$ cat config.mk
export PLATFORM = sky130hd
export DESIGN_NAME = elem_counter
export DESIGN_NICKNAME = d
export VERILOG_FILES = /design/src/common/vec_types_pkg.sv /design/src/elem_counter.sv
export SDC_FILE = /design/constraint.sdc
export NUM_CORES = 1
export LEC_CHECK = 0
export ABC_AREA = 1
export BUFFER_PORTS_ARGS = -buffer_cell sky130_fd_sc_hd__buf_2
export CORE_AREA = 4 4 41 43
export DETAILED_ROUTE_END_ITERATION = 12
export DIE_AREA = 0 0 45 47
export SLEW_MARGIN = 15
export SYNTH_ARGS = -nofsm -noshare
export SYNTH_HDL_FRONTEND = slang
export SYNTH_SLANG_ARGS = --single-unit
$ cat constraint.sdc
create_clock -name clk -period 2.65 [get_ports clk]
set_input_delay 0.1325 -clock clk [delete_from_list [all_inputs] [get_ports clk]]
set_output_delay 0.1325 -clock clk [all_outputs]
set_load 0.02 [all_outputs]
$ cat src/common/vec_types_pkg.sv
package vec_types_pkg;

    // Data path
    typedef logic [63:0] elem_t;      // One vector element

    // Register file addressing
    typedef logic [2:0] vreg_t;       // Register number
    typedef logic [2:0] eidx_t;       // Element index inside a register

    // Register number in the upper bits, element index below
    typedef logic [5:0] vrf_addr_t;

    // 0 to 8, so one bit wider than an index
    typedef logic [3:0] vlen_t;

    // Instruction port
    typedef logic [31:0] word_t;      // Instruction word and rs1 value

    // Main memory, 64-bit words
    typedef logic [31:0] mem_addr_t;  // Word address, not byte

endpackage

$ cat src/elem_counter.sv
`timescale 1ns/10ps

module elem_counter
    import vec_types_pkg::*;
(
    input  logic  clk,
    input  logic  rst_n,
    input  logic  start,
    input  vlen_t len,
    output eidx_t idx,
    output logic  busy,
    output logic  last
);

    vlen_t len_q;       // Length captured at start

    // Final element of the walk
    assign last = busy && ({1'b0, idx} == (len_q - vlen_t'(1)));

    always_ff @(posedge clk or negedge rst_n) begin
        if (!rst_n) begin
            idx   <= '0;
            busy  <= 1'b0;
            len_q <= '0;
        end else if (start) begin
            idx   <= '0;
            busy  <= (len != '0);   // Zero length never goes busy
            len_q <= len;
        end else if (busy) begin
            if (last) begin
                busy <= 1'b0;
            end else begin
                idx <= idx + eidx_t'(1);
            end
        end
    end

endmodule

== Word-level counts from Yosys, hierarchy flattened ==
Index checks and enable logic that the tools add are counted.

* Register bits after elaboration: 8
* Input bits: 7
* Output and inout port bits: 5
* Logic and storage cells: 17

* Add/sub/neg operators: 2
* Equal/unequal tests: 2
* Mux-type cells: 6
* Reductions and logical operators: 4

{| class="wikitable"
|+ Operator list
! kind !! count
|-
| two-way mux 3 bit || 3
|-
| equality test 3 x 4 -> 1 bit || 1
|-
| nonzero test 4 bit || 1
|-
| subtractor 4 x 1 -> 4 bit (second input constant) || 1
|-
| adder 3 x 1 -> 3 bit (second input constant) || 1
|-
| two-way mux 1 bit || 3
|-
| != test 2 bit (second input constant) || 1
|-
| AND reduction 2 bit || 1
|-
| nonzero test 2 bit || 1
|-
| logical AND 1 bit || 1
|}

== Logic depth before layout (Yosys ltp) ==
* Depth after elaboration: 6
* Depth in mapped cells: 10
* Depth with buffers taken out: 10

== Least setup slack after synthesis ==
Ideal clock, no wire load.

* Kind: flip-flop to output port
* From: register len_q[0]
* To: output port last
* Data arrival time: 1381 ps
* Required time: 2518 ps
* Path slack: 1136 ps
* Stages on the path, launching flop included: 10
* Path buffers: 0
* Cell sequence: dfrtp_1 -> inv_2 -> ha_1 -> nand2_1 -> inv_1 -> nor2_4 -> nand3_2 -> inv_1 -> nand2_2 -> nor2_1

* Cells in the longest elaborated chain, start to end: 3

{| class="wikitable"
|+ RTL lines
! what !! line !! RTL
|-
| from (decl) || elem_counter.sv:15 || <nowiki>vlen_t len_q;</nowiki>
|-
| from (signal assigned) || elem_counter.sv:28 || <nowiki>len_q <= len;</nowiki>
|-
| subtractor 4 x 1 -> 4 bit || elem_counter.sv:18 || <nowiki>assign last = busy && ({1'b0, idx} == (len_q - vlen_t'(1)));</nowiki>
|-
| equality test 3 x 4 -> 1 bit || elem_counter.sv:18 ||
|-
| logical AND 1 bit || elem_counter.sv:18 ||
|-
| to (decl) || elem_counter.sv:12 || <nowiki>output logic last</nowiki>
|}

Every way passes these cells.

== Worst setup path after layout ==
Same ends and word-level chain as after synthesis.

==> impl_metrics.py <==
metrics = {
    "sta": {
        "finalCriticalPeriod_ps": 1820,
        "finalSetupViolCount": 0,
        "fin_skew_ps": 3.22,
        "slew_viol_final": 0,
        "rsz0062_at_grt": "no",
        "fin_ws_ps": 830,
        "hold_viol_final": 0,
        "tightest_slew_ps": 293,
        "fin_setup_tns_ps": 0,
        "period_share": 0.687,
        "relSlewSlack": 0.803,
        "max_freq_mhz": 549,
    },
    "cts": {
        "cts_resized": 0,
        "numCtsBuffers": 3,
        "clk_path_buf_depth": 2,
        "cts.sinks": 8,
        "clockRootBuffer": "clkbuf_4",
        "clkTransAtPathRegs_ps": 50,
        "worst_skew_pair.late_latency_ps": 240,
        "cts_max_level": 1,
        "cts_hold_buf": 1,
        "post-cts-setup-buffers": 0,
        "cts_tree": "done",
    },
    "yosys": {
        "syn_nets": 76,
        "netlist_area_sq_um": 509,
        "avgSynthCellArea_sq_um": 7.60,
        "ys_warn_count": 0,
        "yosysUniqueCellTypes": 18,
        "ys_ff_latch": 8,
        "syn_inst": 67,
        "yosysSeqAreaShare": 0.393,
    },
    "power_and_ir_drop": {
        "p_per_area_nw_per_um2": 557,
        "seqPwrFrac": 0.439,
        "ir_drop_mv": 0.238,
        "power_switching_uw": 113,
        "swShare": 0.332,
        "p_clk_frac": 0.253,
        "p_leak_nw": 0.358,
        "share_comb_of_total_power": 0.308,
        "p_int_uw": 228,
    },
    "layout": {
        "area_delta_synth_final_pct": 20.1,
        "drive_above_1_share": 0.321,
        "n_antenna_cell": 0,
        "final_nets": 92,
        "fillers": 135,
        "final_core_util": 0.470,
    },
    "detailed_routing": {
        "firstDrtPassIters": 4,
        "vias": 450,
        "wl_per_cell_um": 9.70,
        "drc": 0,
        "postRouteAntennaNets": 0,
        "first_iter_violations": 6,
        "routed_via_density": 4.69,
        "wirelength_um": 931,
    },
    "die": {
        "rows": 13,
        "die_w_um": 45,
        "fp.dieH_um": 47,
        "pin_count": 12,
        "coreArea_sq_um": 1300,
        "initial_core_util": 0.391,
        "die_area_sq_um": 2120,
    },
    "worst_setup_path": {
        "start_kind": "flip-flop",
        "critPathBufInv": 4,
        "crit_type": "flip-flop to primary output",
        "crit_required_ps": 2520,
        "critPathCaptureType": "primary output",
        "crit_path_frequent_cell": "inv_1",
        "cp_cell_sequence": "inv_2, ha_1, nand2_1, inv_1, nor2_4, nand3_2, inv_1, nand2_2, nor2_1, buf_2",
        "reg2reg_depth": 9,
        "crit_fanout": 5,
        "rr_startpoint": "len_q[0]$_DFFE_PN0P_",
        "critPathMaxStageDelay_ps": 380,
        "critPathTopFamily": "simple AND/OR/NAND/NOR gates",
        "slowest_stage": "dfrtp_1",
        "r2r_end": "idx[1]$_DFFE_PN0P_",
        "worstPathArrival_ps": 1690,
        "rrSetupSlack_ps": 1220,
    },
    "placed_design": {
        "place.port_buffers": 11,
        "dp_hpwl_um": 786,
        "place_congestion": 0.764,
        "dp_slack_ps": 1100,
    },
    "worst_hold_path": {
        "min_from": "len[3]",
        "holdPathStages": 3,
        "hold_end": "len_q[3]$_DFFE_PN0P_",
        "hp-class": "input port to flip-flop",
    },
    "job": {
        "drv_cap": 0,
    },
    "global_routing": {
        "grt_pass1_wl_mm": 1.59,
        "grt_usage": 0.111,
        "grt_pass1_vias": 400,
        "grt_max_degree": 10,
        "antenna_found_initial": 0,
        "grt.busiest_layer": "met2",
        "gr-total-overflow": 0,
        "grt_use_met1": 0.138,
        "use_met3": 0.0115,
        "met2_usage": 0.158,
    },
    "run_status": {
        "status": "completed",
    },
}
## cell usage in the layout (no fill, tap or decap)
cell           instances
ha_1                   2
nand2_2                3
o21bai_2               1
xor2_1                 1
inv_1                  9
nand4_1                3
nand3_1                7
clkbuf_4               3
nor2_4                 1
nand2_1               16
nor4_1                 1
inv_2                  3
nor2_1                 2
dlygate4sd3_1          1
o21ai_1                1
nand3_2                2
nor2_2                 2
dfrtp_1                8
buf_2                 11
o21ai_0                4
## per-layer routing
metal | vias up | share of wire
met5 | - | 0
met4 | 0 | 0.039
met3 | 4 | 0.056
met2 | 15 | 0.42
met1 | 188 | 0.49
li1 | 243 | -
## cells in the mapped netlist
master,number,share of area
nand2_1,16,0.12
nand3_2,2,0.039
dfrtp_1,8,0.39
nor2_2,2,0.025
nand4_1,3,0.037
ha_1,2,0.049
inv_2,3,0.022
nor2_1,2,0.015
clkbuf_1,1,0.0074
nand3_1,7,0.069
o21ai_0,4,0.039
nand2_2,3,0.037
nor2_4,1,0.022
nor4_1,1,0.012
inv_1,9,0.066
o21bai_2,1,0.022
o21ai_1,1,0.0098
xor2_1,1,0.017
## logic make-up after synthesis
kind of cell	Yosys count	synth area share
AO/OA/AOI/OAI	6	0.0712
flip-flops	8	0.393
buffers and inverters	13	0.0958
XOR/XNOR	1	0.0172
adder cells (fa/ha/maj)	2	0.0491
AND/OR/NAND/NOR	37	0.373
## worst max path at each step
stage,start,end,slack (ps),depth (start not counted)
after floorplan,len_q[0]$_DFFE_PN0P_,last,1140,9
after global routing,len_q[0]$_DFFE_PN0P_,last,690,10
after detailed placement,len_q[0]$_DFFE_PN0P_,last,1100,10
after CTS,len_q[0]$_DFFE_PN0P_,last,820,10
after global placement,len_q[0]$_DFFE_PN0P_,last,1110,10
final,len_q[0]$_DFFE_PN0P_,last,830,10
## registers in the layout, summed over array words and instances, names as in the netlist
| signal | flops |
|---|---|
| len_q | 4 |
| idx | 3 |
| busy | 1 |
## worst min-delay path, stage by stage
cell     delay [ps]
buf_2            90
nand2_1          40
o21ai_0          50
## layout make-up
type	count	area (sq um)	share of cell area
multi-input combinational	46	260	0.425
sequential	8	200	0.327
timing repair buffer	12	65.1	0.106
inverter	12	45.0	0.0736
clock buffer	3	22.5	0.0368
tap	15	18.8	0.0307
## power by group through the flow
stage	Clock [mW]	Combinational [mW]	Sequential [mW]
after detailed placement	0	0.105	0.152
after floorplan	0	0.0692	0.159
after CTS	0.0919	0.107	0.150
after global placement	0	0.105	0.152
final	0.0861	0.105	0.150
after global routing	0.0952	0.120	0.152
## per-stage QoR
step	instances	total power [mW]	cell area (sq um)	hold WS, ps
final	96	0.341	612	109
after global routing	96	0.368	612	138
after CTS	96	0.349	612	99.5
after detailed placement	92	0.257	579	-23.7
after global placement	92	0.257	579	-21.7
after floorplan	67	0.228	509	-163
No activity file was read; power rests on OpenSTA's default activity.
