--- src/common/vec_macros.svh ---
`ifndef VEC_MACROS_SVH
`define VEC_MACROS_SVH

// Vector geometry ---------------
`define VEC_LANES 8             // Elements per register, also the max vl
`define VEC_REGS  8             // Architectural vector registers

// Instruction fields ------------
`define VEC_OP_MSB  5
`define VEC_OP_LSB  0
`define VEC_VD_MSB  10          // Destination, or the source for a store
`define VEC_VD_LSB  8
`define VEC_VS1_MSB 13
`define VEC_VS1_LSB 11
`define VEC_VS2_MSB 16
`define VEC_VS2_LSB 14

// Opcode codes ------------------
`define VEC_OPC_SETVL 6'd1
`define VEC_OPC_VADD  6'd2
`define VEC_OPC_VSUB  6'd3
`define VEC_OPC_VAND  6'd4
`define VEC_OPC_VOR   6'd5
`define VEC_OPC_VXOR  6'd6
`define VEC_OPC_VLD   6'd7
`define VEC_OPC_VST   6'd8

`endif

--- src/common/vec_types_pkg.sv ---
package vec_types_pkg;

    // Data path
    typedef logic [63:0] elem_t;      // One vector element

    // Register file addressing
    typedef logic [2:0] vreg_t;       // Register number
    typedef logic [2:0] eidx_t;       // Element index inside a register

    // Register number in the upper bits, element index below
    typedef logic [5:0] vrf_addr_t;

    // 0 to 8, so one bit wider than an index
    typedef logic [3:0] vlen_t;

    // Instruction port
    typedef logic [31:0] word_t;      // Instruction word and rs1 value

    // Main memory, 64-bit words
    typedef logic [31:0] mem_addr_t;  // Word address, not byte

endpackage

--- src/vrf/vec_regfile.sv ---
`timescale 1ns/10ps
`include "vec_macros.svh"

module vec_regfile
    import vec_types_pkg::*;
(
    input  logic      clk,
    input  logic      rst_n,
    input  vrf_addr_t rd_addr_a,
    input  vrf_addr_t rd_addr_b,
    input  logic      ld_we,
    input  vrf_addr_t ld_waddr,
    input  elem_t     ld_wdata,
    input  logic      wb_we,
    input  vrf_addr_t wb_waddr,
    input  elem_t     wb_data,
    output elem_t     rd_data_a,
    output elem_t     rd_data_b
);

    localparam int unsigned DEPTH = `VEC_REGS * `VEC_LANES;   // 64 elements

    elem_t     mem [DEPTH];

    logic      we;
    vrf_addr_t waddr;
    elem_t     wdata;

    // One physical write port, load wins
    assign we    = ld_we || wb_we;
    assign waddr = ld_we ? ld_waddr : wb_waddr;
    assign wdata = ld_we ? ld_wdata : wb_data;

    always_ff @(posedge clk) begin
        if (we) begin
            mem[waddr] <= wdata;
        end
    end

    // Registered reads, old data on a same-cycle write
    always_ff @(posedge clk or negedge rst_n) begin
        if (!rst_n) begin
            rd_data_a <= '0;
            rd_data_b <= '0;
        end else begin
            rd_data_a <= mem[rd_addr_a];
            rd_data_b <= mem[rd_addr_b];
        end
    end

endmodule
--- config.mk ---
export PLATFORM = sky130hd
export DESIGN_NAME = vec_regfile
export DESIGN_NICKNAME = d
export VERILOG_FILES = /design/src/common/vec_types_pkg.sv /design/src/vrf/vec_regfile.sv
export VERILOG_INCLUDE_DIRS = /design/src /design/src/common
export SDC_FILE = /design/constraint.sdc
export NUM_CORES = 2
export LEC_CHECK = 0
export BUFFER_PORTS_ARGS = -buffer_cell sky130_fd_sc_hd__buf_4
export CORE_UTILIZATION = 57
export CTS_CLUSTER_DIAMETER = 150
export CTS_CLUSTER_SIZE = 14
export DETAILED_ROUTE_END_ITERATION = 8
export PLACE_DENSITY = 0.76
export SYNTH_ARGS = -nofsm -noshare
export SYNTH_HDL_FRONTEND = slang
export SYNTH_SLANG_ARGS = --single-unit
--- constraint.sdc ---
create_clock -name clk -period 1.6 [get_ports clk]
set_clock_uncertainty 0.15 [all_clocks]
set_input_delay 0.08 -clock clk [delete_from_list [all_inputs] [get_ports clk]]
set_output_delay 0.08 -clock clk [all_outputs]
set_load 0.005 [all_outputs]
After elaboration in Yosys (flattened, before gate mapping)
Memory sizes are Yosys's and may differ from the RTL's. A register that Yosys moved wholly into a read port is not among the register bits. Index checks and enable logic that the tools add are counted.

Multiplexer cells: 4. Reductions and logical operators: 3.

Operators by type and width (count): $mux W64 (1); $mux W6 (1); $logic_not A1 Y1 (2); $mux W1 (2); $logic_or A1 B1 Y1 (1).

Flip-flop bits (word level): 0. Memory bits (writable): 4096. Output and inout bits: 128. Memories: 1.

Memory list: mem (words 64, bits a word 64, read ports 2, clocked after memory_dff 2, wr ports 1, line vec_regfile.sv:23) `elem_t mem [DEPTH];`.

Depth between registers and ports, before layout
Depth in word-level cells: 3. Mapped depth: 10.

Worst setup path after synthesis
OpenSTA, ideal clock, no wires.

Path type: input port to flip-flop. Start point: in ld_we. End point: mem mem[55][0] in the netlist's numbering (enable). Arrival: 3.917 ns. Slack: -2.954 ns. Stages: 5. Buffers on the path: 3. Cell sequence: clkbuf_1 > clkbuf_1 > clkbuf_1 > a32oi_1 > nor2_1.

Cells in the longest elaborated chain, start to end: 3. Elaborated cells on any way between the ends: 4. Those cells by class: mux (3); reduce/logical (1).

RTL lines: start: declaration (line vec_regfile.sv:11) `input logic ld_we,`; $logic_or A1 B1 Y1 (line vec_regfile.sv:30) `assign we = ld_we || wb_we;`; $mux W1 (line vec_regfile.sv:35) `if (we) begin`; $mux W1 (implied by the code) (line vec_regfile.sv:36) `mem[waddr] <= wdata;`; end: declaration (line vec_regfile.sv:23).

Several ways; a longest one is shown, not always the timed one.

==> run_summary.xml <==
<?xml version="1.0" encoding="UTF-8"?>
<metrics>
  <group name="hold_path">
    <metric name="worst_hold_startpoint" unit="">wb_waddr[0]</metric>
    <metric name="worst_hold_path.endpoint" unit="">mem[16][17]</metric>
    <metric name="hold_path.class" unit="">in -&gt; reg</metric>
    <metric name="min_path_cells" unit="">6</metric>
  </group>
  <group name="place">
    <metric name="final_weighted_congestion_in_routability_driven_placement" unit="">0.963</metric>
    <metric name="hpwl" unit="mm">467</metric>
    <metric name="placed_instance_count" unit="">14500</metric>
    <metric name="post_dp_area" unit="mm^2">0.215</metric>
    <metric name="portBuffers" unit="">283</metric>
    <metric name="placement.setup.worst_slack" unit="ns">-1.72</metric>
  </group>
  <group name="finish">
    <metric name="final_area" unit="mm^2">0.232</metric>
    <metric name="finalNonFillerCells" unit="">15300</metric>
    <metric name="finish.net_count" unit="">10800</metric>
    <metric name="postLayoutCoreUtil" unit="%">70.3</metric>
    <metric name="area_growth" unit="%">22.7</metric>
    <metric name="layout-drive-gt1-share" unit="%">48.6</metric>
  </group>
  <group name="detailed_routing">
    <metric name="drt-pass1-iter-count" unit="">8</metric>
    <metric name="routed-via-count" unit="">121000</metric>
    <metric name="drt-wirelength-per-cell" unit="um">46.2</metric>
    <metric name="remaining_drc_errors" unit="">0</metric>
    <metric name="ant_nets" unit="">0</metric>
    <metric name="routed_wl" unit="mm">706</metric>
    <metric name="drt_iter0_markers" unit="">23300</metric>
    <metric name="viasPerCell" unit="">7.95</metric>
  </group>
  <group name="synthesis">
    <metric name="postSynthRegisterBits" unit="">4224</metric>
    <metric name="synthDistinctLibCells" unit="">44</metric>
    <metric name="postSynthCellCount" unit="">8900</metric>
    <metric name="synth_warnings" unit="">0</metric>
    <metric name="synth_fp_nets" unit="">9056</metric>
    <metric name="syn_area_per_cell" unit="um^2">21.3</metric>
    <metric name="post_synthesis_sequential_area_ratio" unit="%">66.7</metric>
    <metric name="syn-cell-area" unit="mm^2">0.189</metric>
  </group>
  <group name="clocking">
    <metric name="sinks_on_the_clock_net" unit="">4224</metric>
    <metric name="h-tree-depth" unit="">5</metric>
    <metric name="cts.path.max_buffers" unit="">4</metric>
    <metric name="numCtsBuffers" unit="">339</metric>
    <metric name="clockRootBuffer" unit="">clkbuf_16</metric>
    <metric name="clkLatencyLatePin" unit="ns">1.01</metric>
    <metric name="cts_tree" unit="">done</metric>
    <metric name="clk_slew_on_worst_s_h_paths" unit="ns">0.07</metric>
  </group>
  <group name="worst_setup_path">
    <metric name="path_cells" unit="">mux4_2, o22ai_1, nor2_1, buf_4, a32oi_1, buf_4, a2111oi_4</metric>
    <metric name="critical-path-slowest-cell" unit="">a2111oi_4</metric>
    <metric name="arrival_time_of_the_worst_setup_path" unit="ns">2.83</metric>
    <metric name="path_delay_family" unit="">compound AO/OA/AOI/OAI gates</metric>
    <metric name="critical_path.max_stage_delay" unit="ns">0.58</metric>
    <metric name="critical_path.reg2reg.endpoint" unit="">rd_data_b[23]</metric>
    <metric name="critPathCaptureType" unit="">flip-flop</metric>
    <metric name="reg2reg_depth" unit="">7</metric>
    <metric name="path_buf_inv" unit="">2</metric>
    <metric name="critical_path.max_fanout" unit="">2</metric>
    <metric name="cell_repeated_most_along_the_worst_path" unit="">buf_4</metric>
    <metric name="rrSetupSlack" unit="ns">-0.58</metric>
    <metric name="worst-setup-path-type" unit="">reg -&gt; reg</metric>
    <metric name="rr_startpoint" unit="">mem[27][23]</metric>
    <metric name="crit_required" unit="ns">2.24</metric>
    <metric name="start_kind" unit="">flip-flop</metric>
  </group>
  <group name="floorplan">
    <metric name="die_ar" unit="mm^2">0.334</metric>
    <metric name="dieWidth" unit="um">578</metric>
    <metric name="pin_count" unit="">284</metric>
    <metric name="fp.dieH" unit="um">578</metric>
    <metric name="core" unit="mm^2">0.330</metric>
    <metric name="initial_utilization" unit="%">57.3</metric>
    <metric name="core.rowCount" unit="">211</metric>
  </group>
  <group name="global_route">
    <metric name="grt_start_max_net_pins" unit="">65</metric>
    <metric name="antenna_found_initial" unit="">38</metric>
    <metric name="grt_pass1_wl" unit="mm">959</metric>
    <metric name="grt.total_usage" unit="%">42.1</metric>
    <metric name="globalRouteOverflowTotal" unit="">0</metric>
    <metric name="grt_pass1_vias" unit="">121000</metric>
  </group>
  <group name="job">
    <metric name="drv_cap" unit="">0</metric>
  </group>
  <group name="sta">
    <metric name="finalHoldWorstSlack" unit="ns">-0.0988</metric>
    <metric name="fin_ws" unit="ns">-0.584</metric>
    <metric name="worstMarginPinSlew" unit="ns">0.995</metric>
    <metric name="slew_viol_final" unit="">0</metric>
    <metric name="setup_viol" unit="">3230</metric>
    <metric name="max-slew-margin-rel" unit="%">33.7</metric>
    <metric name="min_period" unit="ns">2.18</metric>
    <metric name="timing_hold_violations_final" unit="">5</metric>
    <metric name="final.period_utilization" unit="%">136</metric>
    <metric name="rsz0062_at_grt" unit="">yes</metric>
    <metric name="clock.fmax" unit="GHz">0.458</metric>
  </group>
  <group name="power">
    <metric name="power-per-cell-area" unit="mW/mm^2">1010</metric>
    <metric name="power.leakage" unit="nW">74.5</metric>
    <metric name="vdd.ir_drop.worst" unit="V">0.000939</metric>
  </group>
  <group name="run_status">
    <metric name="outcome" unit="">complete, but fails checks</metric>
    <metric name="violated_checks" unit="">negative hold slack, negative setup slack</metric>
  </group>
</metrics>
## logic make-up (layout without fill, tap and decap cells)
family	after synthesis	count (layout)	synth area share, %
buf+inv	742	2712	2.02
flops	4224	4224	66.7
simple gates	433	433	1.07
mux	2272	2272	25.6
other cells	0	39	0
compound gates	1229	1229	4.64
## per-stage QoR
step / setup TNS [ns] / hold slack [ns] / total power, mW
final: -275.54 / -0.0988 / 235
after global routing: -302.11 / -0.0987 / 238
after CTS: -628.03 / -0.00889 / 233
after detailed placement: -3150.29 / -0.0806 / 153
after global placement: -2860.37 / -0.0767 / 153
after floorplan: -4285.37 / -0.366 / 140
## tightest hold or removal path, stage by stage
cell and delay (ns):
dlymetal6s4s_1 0.20, buf_6 0.14, o32ai_4 0.10, nand2_4 0.13
nor2_4 0.06, buf_12 0.15
## placed cells by master, fill, tap and decap left out, types with 138 or more instances in the layout
master / synthesis / routed
edfxtp_1: 4096 / 4096
mux4_2: 2043 / 2043
buf_4: 181 / 1123
buf_12: 0 / 647
clkbuf_16: 0 / 353
clkbuf_1: 287 / 227
o22ai_1: 463 / 223
o22ai_2: 0 / 176
dlygate4sd3_1: 0 / 167
buf_6: 12 / 148
a22o_1: 140 / 138
## report_power, final
group	internal (mW)	leakage [nW]	switching [mW]
Clock	40.5	4.67	39.9
Sequential	124	38.3	1.53
Combinational	12.7	31.6	16.3
Total	177	74.5	57.8
## worst max-delay path by stage
stage	start	end	slack [ns]	cells after the start
after floorplan	ld_we	mem[44][0]	-0.88	5
after CTS	mem[8][23]	rd_data_b[23]	-0.48	6
final	mem[27][23]	rd_data_b[23]	-0.58	7
after detailed placement	rd_addr_a[0]	rd_data_a[46]	-1.72	9
after global routing	mem[8][23]	rd_data_b[23]	-0.53	6
after global placement	rd_addr_b[1]	rd_data_b[23]	-2.33	9
## what timing repair did
item | 4_1_cts | 5_1_grt
hold endpoints to repair | 5888 | 8
pin swaps | 272 | 80
hold buffers | 174 | 3
setup buffers | 40 | 25
gates cloned | 0 | 9
endpoints found under the setup margin | 256 | 4163
gates resized for setup | 914 | 146
## cell type report
| type | instances | area [um^2] |
|---|---|---|
| fill | 18800 | 98100 |
| multi-input combinational | 3934 | 65100 |
| timing repair buffer | 2116 | 25400 |
| tap | 4366 | 5460 |
| clock buffer | 573 | 9500 |
| clock inverter | 20 | 313 |
| sequential | 4224 | 126000 |
| antenna | 39 | 97.6 |
| inverter | 3 | 11.3 |
## Yosys cell counts (all sizes together)
cell type / count / area (um^2)
a22oi: 41 / 308
o32ai: 1 / 8.76
o21ai: 45 / 225
or3: 1 / 6.26
a21oi: 140 / 701
or3b: 2 / 17.5
mux2i: 152 / 1520
a2111oi: 5 / 43.8
a32oi: 6 / 52.6
o2111ai: 5 / 43.8
nand3: 6 / 30.0
o21a: 1 / 7.51
nand2: 50 / 188
or2: 7 / 43.8
a211oi: 68 / 510
o221ai: 89 / 780
nor4: 53 / 332
mux2: 77 / 867
a32o: 1 / 10.0
clkbuf: 287 / 1080
a22o: 140 / 1230
nor3: 52 / 260
inv: 3 / 11.3
a221oi: 150 / 1320
edfxtp: 4096 / 123000
o22ai: 463 / 2900
o32a: 1 / 10.0
mux4: 2043 / 46000
dfrtp: 128 / 3200
nand3b: 4 / 30.0
nor2b: 29 / 181
and2: 5 / 31.3
or2b: 1 / 7.51
o22a: 53 / 464
buf: 452 / 2740
a311oi: 19 / 166
a31oi: 1 / 6.26
nor2: 198 / 743
nand2b: 25 / 156
## flip-flops by register name (all words and copies together), names as in the netlist
register / cells
rd_data_a: 64
rd_data_b: 64
mem: 4096
## routing by layer
metal	global-route usage (%)	part of all wire [%]
met5	0.241	0.027
met2	60.2	43
met3	14.5	17
met4	31.7	9.6
met1	53.8	30
No activity file was read; power rests on OpenSTA's default activity.
