### config.mk
export PLATFORM = sky130hd
export DESIGN_NAME = vec_sequencer
export DESIGN_NICKNAME = d
export VERILOG_FILES = /design/src/common/vec_ctrl_pkg.sv /design/src/common/vec_types_pkg.sv /design/src/vec_sequencer.sv
export VERILOG_INCLUDE_DIRS = /design/src /design/src/common
export SDC_FILE = /design/constraint.sdc
export NUM_CORES = 1
export LEC_CHECK = 0
export ABC_AREA = 1
export ABC_CLOCK_PERIOD_IN_PS = 4900
export BUFFER_PORTS_ARGS = -buffer_cell sky130_fd_sc_hd__buf_2
export CAP_MARGIN = 20
export CORE_UTILIZATION = 51
export DETAILED_ROUTE_END_ITERATION = 12
export PLACE_DENSITY = 0.9
export SLEW_MARGIN = 20
export SYNTH_ARGS = -nofsm -noshare
export SYNTH_HDL_FRONTEND = slang
export SYNTH_SLANG_ARGS = --single-unit
export TNS_END_PERCENT = 1
### constraint.sdc
create_clock -name clk -period 4.9 [get_ports clk]
set_input_delay 0.98 -clock clk [delete_from_list [all_inputs] [get_ports clk]]
set_output_delay 0.98 -clock clk [all_outputs]
set_load 0.05 [all_outputs]
### src/common/vec_macros.svh
`ifndef VEC_MACROS_SVH
`define VEC_MACROS_SVH

// Vector geometry ---------------
`define VEC_LANES 8             // Elements per register, also the max vl
`define VEC_REGS  8             // Architectural vector registers

// Instruction fields ------------
`define VEC_OP_MSB  5
`define VEC_OP_LSB  0
`define VEC_VD_MSB  10          // Destination, or the source for a store
`define VEC_VD_LSB  8
`define VEC_VS1_MSB 13
`define VEC_VS1_LSB 11
`define VEC_VS2_MSB 16
`define VEC_VS2_LSB 14

// Opcode codes ------------------
`define VEC_OPC_SETVL 6'd1
`define VEC_OPC_VADD  6'd2
`define VEC_OPC_VSUB  6'd3
`define VEC_OPC_VAND  6'd4
`define VEC_OPC_VOR   6'd5
`define VEC_OPC_VXOR  6'd6
`define VEC_OPC_VLD   6'd7
`define VEC_OPC_VST   6'd8

`endif

### src/common/vec_ctrl_pkg.sv
`include "vec_macros.svh"

package vec_ctrl_pkg;

    // Instruction opcodes, bits 5..0 of the word
    typedef enum logic [5:0] {
        OP_SETVL = `VEC_OPC_SETVL,
        OP_VADD  = `VEC_OPC_VADD,
        OP_VSUB  = `VEC_OPC_VSUB,
        OP_VAND  = `VEC_OPC_VAND,
        OP_VOR   = `VEC_OPC_VOR,
        OP_VXOR  = `VEC_OPC_VXOR,
        OP_VLD   = `VEC_OPC_VLD,
        OP_VST   = `VEC_OPC_VST
    } vec_op_e;

    // Sequencer FSM
    typedef enum logic [1:0] {
        ST_IDLE,            // Waiting for an instruction
        ST_RUN,             // Issuing one element per cycle
        ST_DRAIN,           // Writes still in flight
        ST_RESP             // Holding the response
    } seq_state_e;

    // Element-wise ALU functions
    typedef enum logic [2:0] {
        ALU_ADD,
        ALU_SUB,
        ALU_AND,
        ALU_OR,
        ALU_XOR
    } alu_func_e;

endpackage

### src/common/vec_types_pkg.sv
package vec_types_pkg;

    // Data path
    typedef logic [63:0] elem_t;      // One vector element

    // Register file addressing
    typedef logic [2:0] vreg_t;       // Register number
    typedef logic [2:0] eidx_t;       // Element index inside a register

    // Register number in the upper bits, element index below
    typedef logic [5:0] vrf_addr_t;

    // 0 to 8, so one bit wider than an index
    typedef logic [3:0] vlen_t;

    // Instruction port
    typedef logic [31:0] word_t;      // Instruction word and rs1 value

    // Main memory, 64-bit words
    typedef logic [31:0] mem_addr_t;  // Word address, not byte

endpackage

### src/vec_sequencer.sv
`timescale 1ns/10ps
`include "vec_macros.svh"

module vec_sequencer
    import vec_types_pkg::*;
    import vec_ctrl_pkg::*;
(
    input  logic      clk,
    input  logic      rst_n,
    input  logic      insn_valid,
    input  word_t     insn,
    input  word_t     rs1,
    input  logic      resp_ready,
    input  eidx_t     cnt_idx,
    input  logic      cnt_busy,
    input  logic      cnt_last,
    output logic      insn_ready,
    output logic      resp_valid,
    output vlen_t     resp_vl,
    output logic      cnt_start,
    output vlen_t     cnt_len,
    output vrf_addr_t rd_addr_a,
    output vrf_addr_t rd_addr_b,
    output logic      ld_we,
    output vrf_addr_t ld_waddr,
    output logic      alu_valid,
    output alu_func_e alu_func,
    output vrf_addr_t alu_waddr,
    output logic      mem_re,
    output mem_addr_t mem_raddr,
    output logic      mem_we,
    output mem_addr_t mem_waddr
);

    seq_state_e state, state_nxt;
    vec_op_e    op_q;                // Opcode of the running instruction
    vlen_t      vl_q;                // Current vector length
    vreg_t      vd_q, vs1_q, vs2_q;
    mem_addr_t  base_q;              // rs1 at acceptance

    vec_op_e    insn_op;
    logic       accept;
    logic       insn_elem;           // Incoming op walks the elements
    logic       is_alu, is_ld, is_st;
    logic       issue;               // Element issued this cycle
    logic       issue_q;             // ... and one cycle ago
    mem_addr_t  maddr;
    mem_addr_t  maddr_q;
    vrf_addr_t  waddr_q;

    // Decode ------------------------
    assign insn_op   = vec_op_e'(insn[`VEC_OP_MSB:`VEC_OP_LSB]);
    assign accept    = insn_valid && insn_ready;
    assign insn_elem = insn_op inside {OP_VADD, OP_VSUB, OP_VAND, OP_VOR, OP_VXOR,
                                       OP_VLD, OP_VST};

    assign is_alu = op_q inside {OP_VADD, OP_VSUB, OP_VAND, OP_VOR, OP_VXOR};
    assign is_ld  = (op_q == OP_VLD);
    assign is_st  = (op_q == OP_VST);

    // Handshakes
    assign insn_ready = (state == ST_IDLE);
    assign resp_valid = (state == ST_RESP);
    assign resp_vl    = vl_q;            // Held, so stable while waiting

    // Counter kicked off in the accept cycle, idx 0 lands in the first run cycle
    assign cnt_start = accept && insn_elem;
    assign cnt_len   = vl_q;

    assign issue = (state == ST_RUN) && cnt_busy;

    // FSM ---------------------------
    always_comb begin
        state_nxt = state;
        case (state)
            ST_IDLE: begin
                if (accept) begin
                    // setvl and unknown ops spend one cycle in drain
                    state_nxt = insn_elem ? ST_RUN : ST_DRAIN;
                end
            end
            ST_RUN: begin
                if (!cnt_busy || cnt_last) begin   // vl of 0 falls straight through
                    state_nxt = ST_DRAIN;
                end
            end
            ST_DRAIN: begin
                // ALU writeback of the last element happens in this cycle at most
                if (!issue_q) begin
                    state_nxt = ST_RESP;
                end
            end
            ST_RESP: begin
                if (resp_ready) begin
                    state_nxt = ST_IDLE;
                end
            end
            default: state_nxt = ST_IDLE;
        endcase
    end

    always_ff @(posedge clk or negedge rst_n) begin
        if (!rst_n) begin
            state   <= ST_IDLE;
            op_q    <= OP_SETVL;         // No element traffic
            vl_q    <= vlen_t'(`VEC_LANES);
            issue_q <= 1'b0;
        end else begin
            state   <= state_nxt;
            issue_q <= issue;
            if (accept) begin
                op_q <= insn_op;
                if (insn_op == OP_SETVL) begin
                    // min(rs1, 8)
                    vl_q <= (rs1 > word_t'(`VEC_LANES)) ? vlen_t'(`VEC_LANES) : rs1[3:0];
                end
            end
        end
    end

    // Operand latch and address delay line
    always_ff @(posedge clk) begin
        if (accept) begin
            vd_q   <= insn[`VEC_VD_MSB:`VEC_VD_LSB];
            vs1_q  <= insn[`VEC_VS1_MSB:`VEC_VS1_LSB];
            vs2_q  <= insn[`VEC_VS2_MSB:`VEC_VS2_LSB];
            base_q <= rs1;
        end
        waddr_q <= {vd_q, cnt_idx};      // Destination element, one cycle late
        maddr_q <= maddr;
    end

    // Issue side --------------------
    assign maddr     = base_q + mem_addr_t'(cnt_idx);
    assign rd_addr_a = is_st ? {vd_q, cnt_idx} : {vs1_q, cnt_idx};  // Store reads vd
    assign rd_addr_b = {vs2_q, cnt_idx};
    assign mem_re    = issue && is_ld;
    assign mem_raddr = maddr;

    // Write side, one cycle behind issue
    assign ld_we     = issue_q && is_ld;  // mem_rdata valid now
    assign ld_waddr  = waddr_q;
    assign alu_valid = issue_q && is_alu; // Operands out of the VRF now
    assign alu_waddr = waddr_q;
    assign mem_we    = issue_q && is_st;
    assign mem_waddr = maddr_q;

    always_comb begin
        case (op_q)
            OP_VSUB: alu_func = ALU_SUB;
            OP_VAND: alu_func = ALU_AND;
            OP_VOR:  alu_func = ALU_OR;
            OP_VXOR: alu_func = ALU_XOR;
            default: alu_func = ALU_ADD;
        endcase
    end

endmodule

=== After elaboration in Yosys (flattened, before gate mapping) ===
Index checks and enable logic that the tools add are counted.

* Word-level logic and storage cells: 57
* Output and inout port bits: 106
* Register bits: 92
* Bits of input ports: 73

* Reduce and logical (&&, ||, !) cells: 14
* Order comparisons: 1
* Muxes and demuxes: 9
* $add $sub $neg: 1
* Equality and inequality tests: 22

{| class="wikitable"
|+ Operators with widths
! operator !! count
|-
| 6-bit by 3-bit equality test with 1-bit output (second input constant) || 8
|-
| 32-bit by 3-bit adder with 32-bit output || 1
|-
| 32-bit by 4-bit greater-than comparator with 1-bit output (second input constant) || 1
|-
| 6-bit by 2-bit equality test with 1-bit output (second input constant) || 4
|-
| 6-bit by 4-bit equality test with 1-bit output (second input constant) || 2
|-
| 3-bit one-hot mux with 4 select lines || 1
|-
| 2-bit 2-to-1 mux || 5
|-
| 2-bit one-hot mux with 4 select lines || 1
|-
| 1-bit logical AND || 7
|-
| 7-bit nonzero test || 1
|-
| 6-bit by 1-bit equality test with 1-bit output (second input constant) || 1
|-
| 6-bit 2-to-1 mux || 1
|-
| 5-bit nonzero test || 1
|-
| 2-bit equality test (second input constant) || 2
|-
| 4-bit 2-to-1 mux || 1
|-
| 2-bit by 1-bit inequality test with 1-bit output (second input constant) || 2
|-
| 2-bit inequality test (second input constant) || 2
|-
| 4-bit AND reduction || 1
|-
| 2-bit by 1-bit equality test with 1-bit output (second input constant) || 1
|-
| 2-bit logical NOT || 1
|-
| 2-bit AND reduction || 1
|-
| 1-bit logical NOT || 1
|-
| 1-bit logical OR || 1
|}

=== Logic depth before layout (Yosys ltp) ===
* Depth in word-level cells: 5
* Depth in mapped cells: 9
* Depth with buffers taken out: 9

=== Worst setup path after synthesis ===
Ideal clock, no wire load.

* Kind: input to output
* Start point: in cnt_idx[0]
* End point: out mem_raddr[12]
* Stages: 7
* Slack: 1.072 ns
* Arrival time: 2.848 ns
* Path buffers: 0
* Cells stage by stage: ha_1 inv_1 fa_1 o21ai_4 nand2_4 nor2_4 xor2_1

* Cells in the longest elaborated chain, start to end: 1

{| class="wikitable"
|+ Ends and longest elaborated chain
! item !! RTL line !! text
|-
| start: declaration || vec_sequencer.sv:14 || <nowiki>input eidx_t cnt_idx,</nowiki>
|-
| 32-bit by 3-bit adder with 32-bit output || vec_sequencer.sv:134 || <nowiki>assign maddr = base_q + mem_addr_t'(cnt_idx);</nowiki>
|-
| end: declaration || vec_sequencer.sv:30 || <nowiki>output mem_addr_t mem_raddr,</nowiki>
|}

No other way between the ends.

=== Worst setup path in the final report ===
Same ends and word-level chain as after synthesis.

==> results.cfg <==
[synthesis]
syn-num-nets = 518
seq_area_frac_synth_pct = 57.0
synth_top_area_share_pct = 30.3
synth_area_leaders = edfxtp_1 30%, dfxtp_1 19%, nand2_1 12%
synth-main-ff-cell = edfxtp_1
synth-edff-count = 41
ys_types = 30
synth_top_area_cell = edfxtp_1
synth_area_mm2 = 0.00407
ys_warn_count = 0
synth-async-reset-ratio_pct = 14.1
synth_seq_cells = 92
syn_area_per_cell_um2 = 9.31
syn-instance-count = 437

[final_layout]
drive_above_1_share_pct = 33.3
fillers = 633
layout_commonest_cell = buf_2
multi_input_area_mm2 = 0.00149
seqCellArea_mm2 = 0.00232
layout.nets = 674
antenna_cells = 0
fin_util_pct = 65.8
final_cell_mix = 161 x buf_2, 130 x nand2_1, 72 x nor2_1, 41 x edfxtp_1, 38 x dfxtp_1
area_delta_synth_final_pct = 24.9

[cts]
postCtsSetupRepairBufs = 0
clk_latency_ps = 350
clk_path_buf_depth = 2
clkTransAtPathRegs_ps = 90
cts_root_buffer = clkbuf_8
cts_max_level = 3
cts_buffers = 9
cts_sinks = 92
cts_tree = yes
cts_hold_buf = 0
cts_resized = 0

[worst_hold_path]
min_from = vd_q[1]
hold_class = flip-flop to flip-flop
hold_path_depth = 0

[timing]
relSlewSlack_pct = 33.0
rsz0062_at_grt = false
setup_violations = 0
hold_violations = 0
finClkSkew_ps = 15.3
min_period_ps = 3800
finalCritPeriodShare_pct = 77.6
clock.fmax_mhz = 263
worst_pin_slew_ps = 1000
slew_viol_final = 0
fin_tns_setup_ps = 0

[detailed_routing]
wl_per_cell_um = 13.2
wirelength_um = 9270
drtIter0Drc = 157
via_count = 3434
vias_per_cell = 4.91
post-route-drc-count = 0
ant_nets = 0
drt_first_pass_iters = 5

[power_and_ir_drop]
ir_worst_vdd_v = 0.000337
p_per_area_mw_per_mm2 = 506
cellLeakagePower_nw = 2.46

[critical_path]
cpLargestDelayFamily = adder cells
cp.required_ps = 3920
slowest_delay_ps = 440
crit_top_cell = buf_2
crit_buf_inv = 3
crit_path_end_kind = output port
crit_cells = 9
worstPathCellList = buf_2 > ha_1 > inv_1 > fa_1 > o21ai_4 > nand2_4 > nor2_4 > xor2_1 > buf_2
cp-startpoint = cnt_idx[0]
arrival_ps = 2820
cp-start-kind = input port
critPathKind = input port to output port
timing.rr.start = state[0]
rr_worst_depth = 8
slowest_stage = fa_1
crit_fanout = 5

[die]
die_w_um = 91.3
rows = 32
design.die.area_mm2 = 0.00834
ioPinCount = 179
core_area_mm2 = 0.00773
die_y_um = 91.3
start_util_pct = 52.7

[place]
place.gp.congestion = 0.866
dp_hpwl_um = 7310
numPortBuffers = 161

[global_route]
grt_max_degree = 47
grt_overflow = 0
antenna_found_initial = 0
grt_usage_pct = 22.6
grt_pass1_vias = 3287
grt_pass1_wl_um = 14700

[job]
cap_violations = 0

[run_status]
status = completed
## cells in the mapped netlist (2+ instances only)
| master | instances |
|---|---|
| nand3_1 | 12 |
| nand2_1 | 130 |
| buf_4 | 16 |
| nand2_4 | 2 |
| nor3_1 | 3 |
| o21ai_0 | 10 |
| nor2_1 | 72 |
| xnor2_1 | 6 |
| nor2_4 | 7 |
| nand4_1 | 2 |
| nand3b_1 | 15 |
| ha_1 | 7 |
| dfrtp_1 | 11 |
| nand2_2 | 3 |
| nor2_2 | 2 |
| a21oi_1 | 4 |
| xor2_1 | 8 |
| inv_1 | 37 |
| dfxtp_1 | 38 |
| edfxtp_1 | 41 |
| dfstp_2 | 2 |
## sequential cells by signal (all words and copies together) (netlist names)
| name | count |
|---|---|
| vs2_q | 3 |
| vd_q | 3 |
| vs1_q | 3 |
| op_q | 6 |
| base_q | 32 |
| state | 2 |
| alu_waddr | 6 |
| issue_q | 1 |
| mem_waddr | 32 |
| cnt_len | 4 |
## layout make-up
type | count | area share, %
clock buffers | 11 | 2.78
clock inverters | 5 | 1.18
inverters | 38 | 2.81
multi-input cells | 291 | 29.2
flip-flops and latches | 92 | 45.6
well taps | 102 | 2.51
repair buffers | 161 | 15.9
## worst reg2reg max path: stages, from the launching register on
cell and delay (ps):
dfrtp_1 410, inv_1 110, ha_1 340, nand2_4 130, inv_2 740, nand4_4 300, nor2_1 170, nand3_1 100
nand2_1 80
## cell families after synthesis
kind of cell               Yosys count  share of synthesized area (%)
and+or+nand+nor                    252                           28.2
DFF                                 92                           57.0
buffers and inverters               54                           6.46
AOI/OAI and AO/OA                   16                           2.31
xor gates and xnor gates            15                           3.41
adders and majority gates            8                           2.64
## where the power goes
group / switching (mW) / total [mW] / internal (mW)
registers: 0.0878 / 1.06 / 0.971
logic: 0.782 / 0.998 / 0.216
clock network: 0.263 / 0.516 / 0.252
total: 1.13 / 2.57 / 1.44
## path summary, 6_finish.rpt
path	slack, ps	endpoint
min in group asynchronous	500	op_q[5]
worst max register to register	2470	cnt_len[1]
worst min register to register	390	alu_waddr[4]
worst min-delay path	390	alu_waddr[4]
worst max-delay path	1100	mem_raddr[12]
max in group asynchronous	4120	cnt_len[3]
## per-stage QoR
stage | instance area [um2] | setup slack (ps) | power [mW] | instances | hold WS, ps
final | 5080 | 1100 | 2.57 | 700 | 394
after global routing | 5080 | 973 | 2.68 | 700 | 396
after CTS | 5080 | 1100 | 2.58 | 700 | 394
after detailed placement | 4880 | 1110 | 2.07 | 684 | 371
after global placement | 4880 | 1160 | 2.03 | 684 | 356
after floorplan | 4070 | 1070 | 1.83 | 437 | 348
## per-layer routing
| metal | up-vias | GRT usage (%) | share of wire [%] |
|---|---|---|---|
| li1 | 1684 | - | - |
| met1 | 1571 | 25.7 | 39 |
| met2 | 164 | 40.6 | 51 |
| met3 | 15 | 6.87 | 8.1 |
| met4 | 0 | 6.75 | 1.8 |
| met5 | - | 0 | 0 |
(Power assumes the default switching activity.)
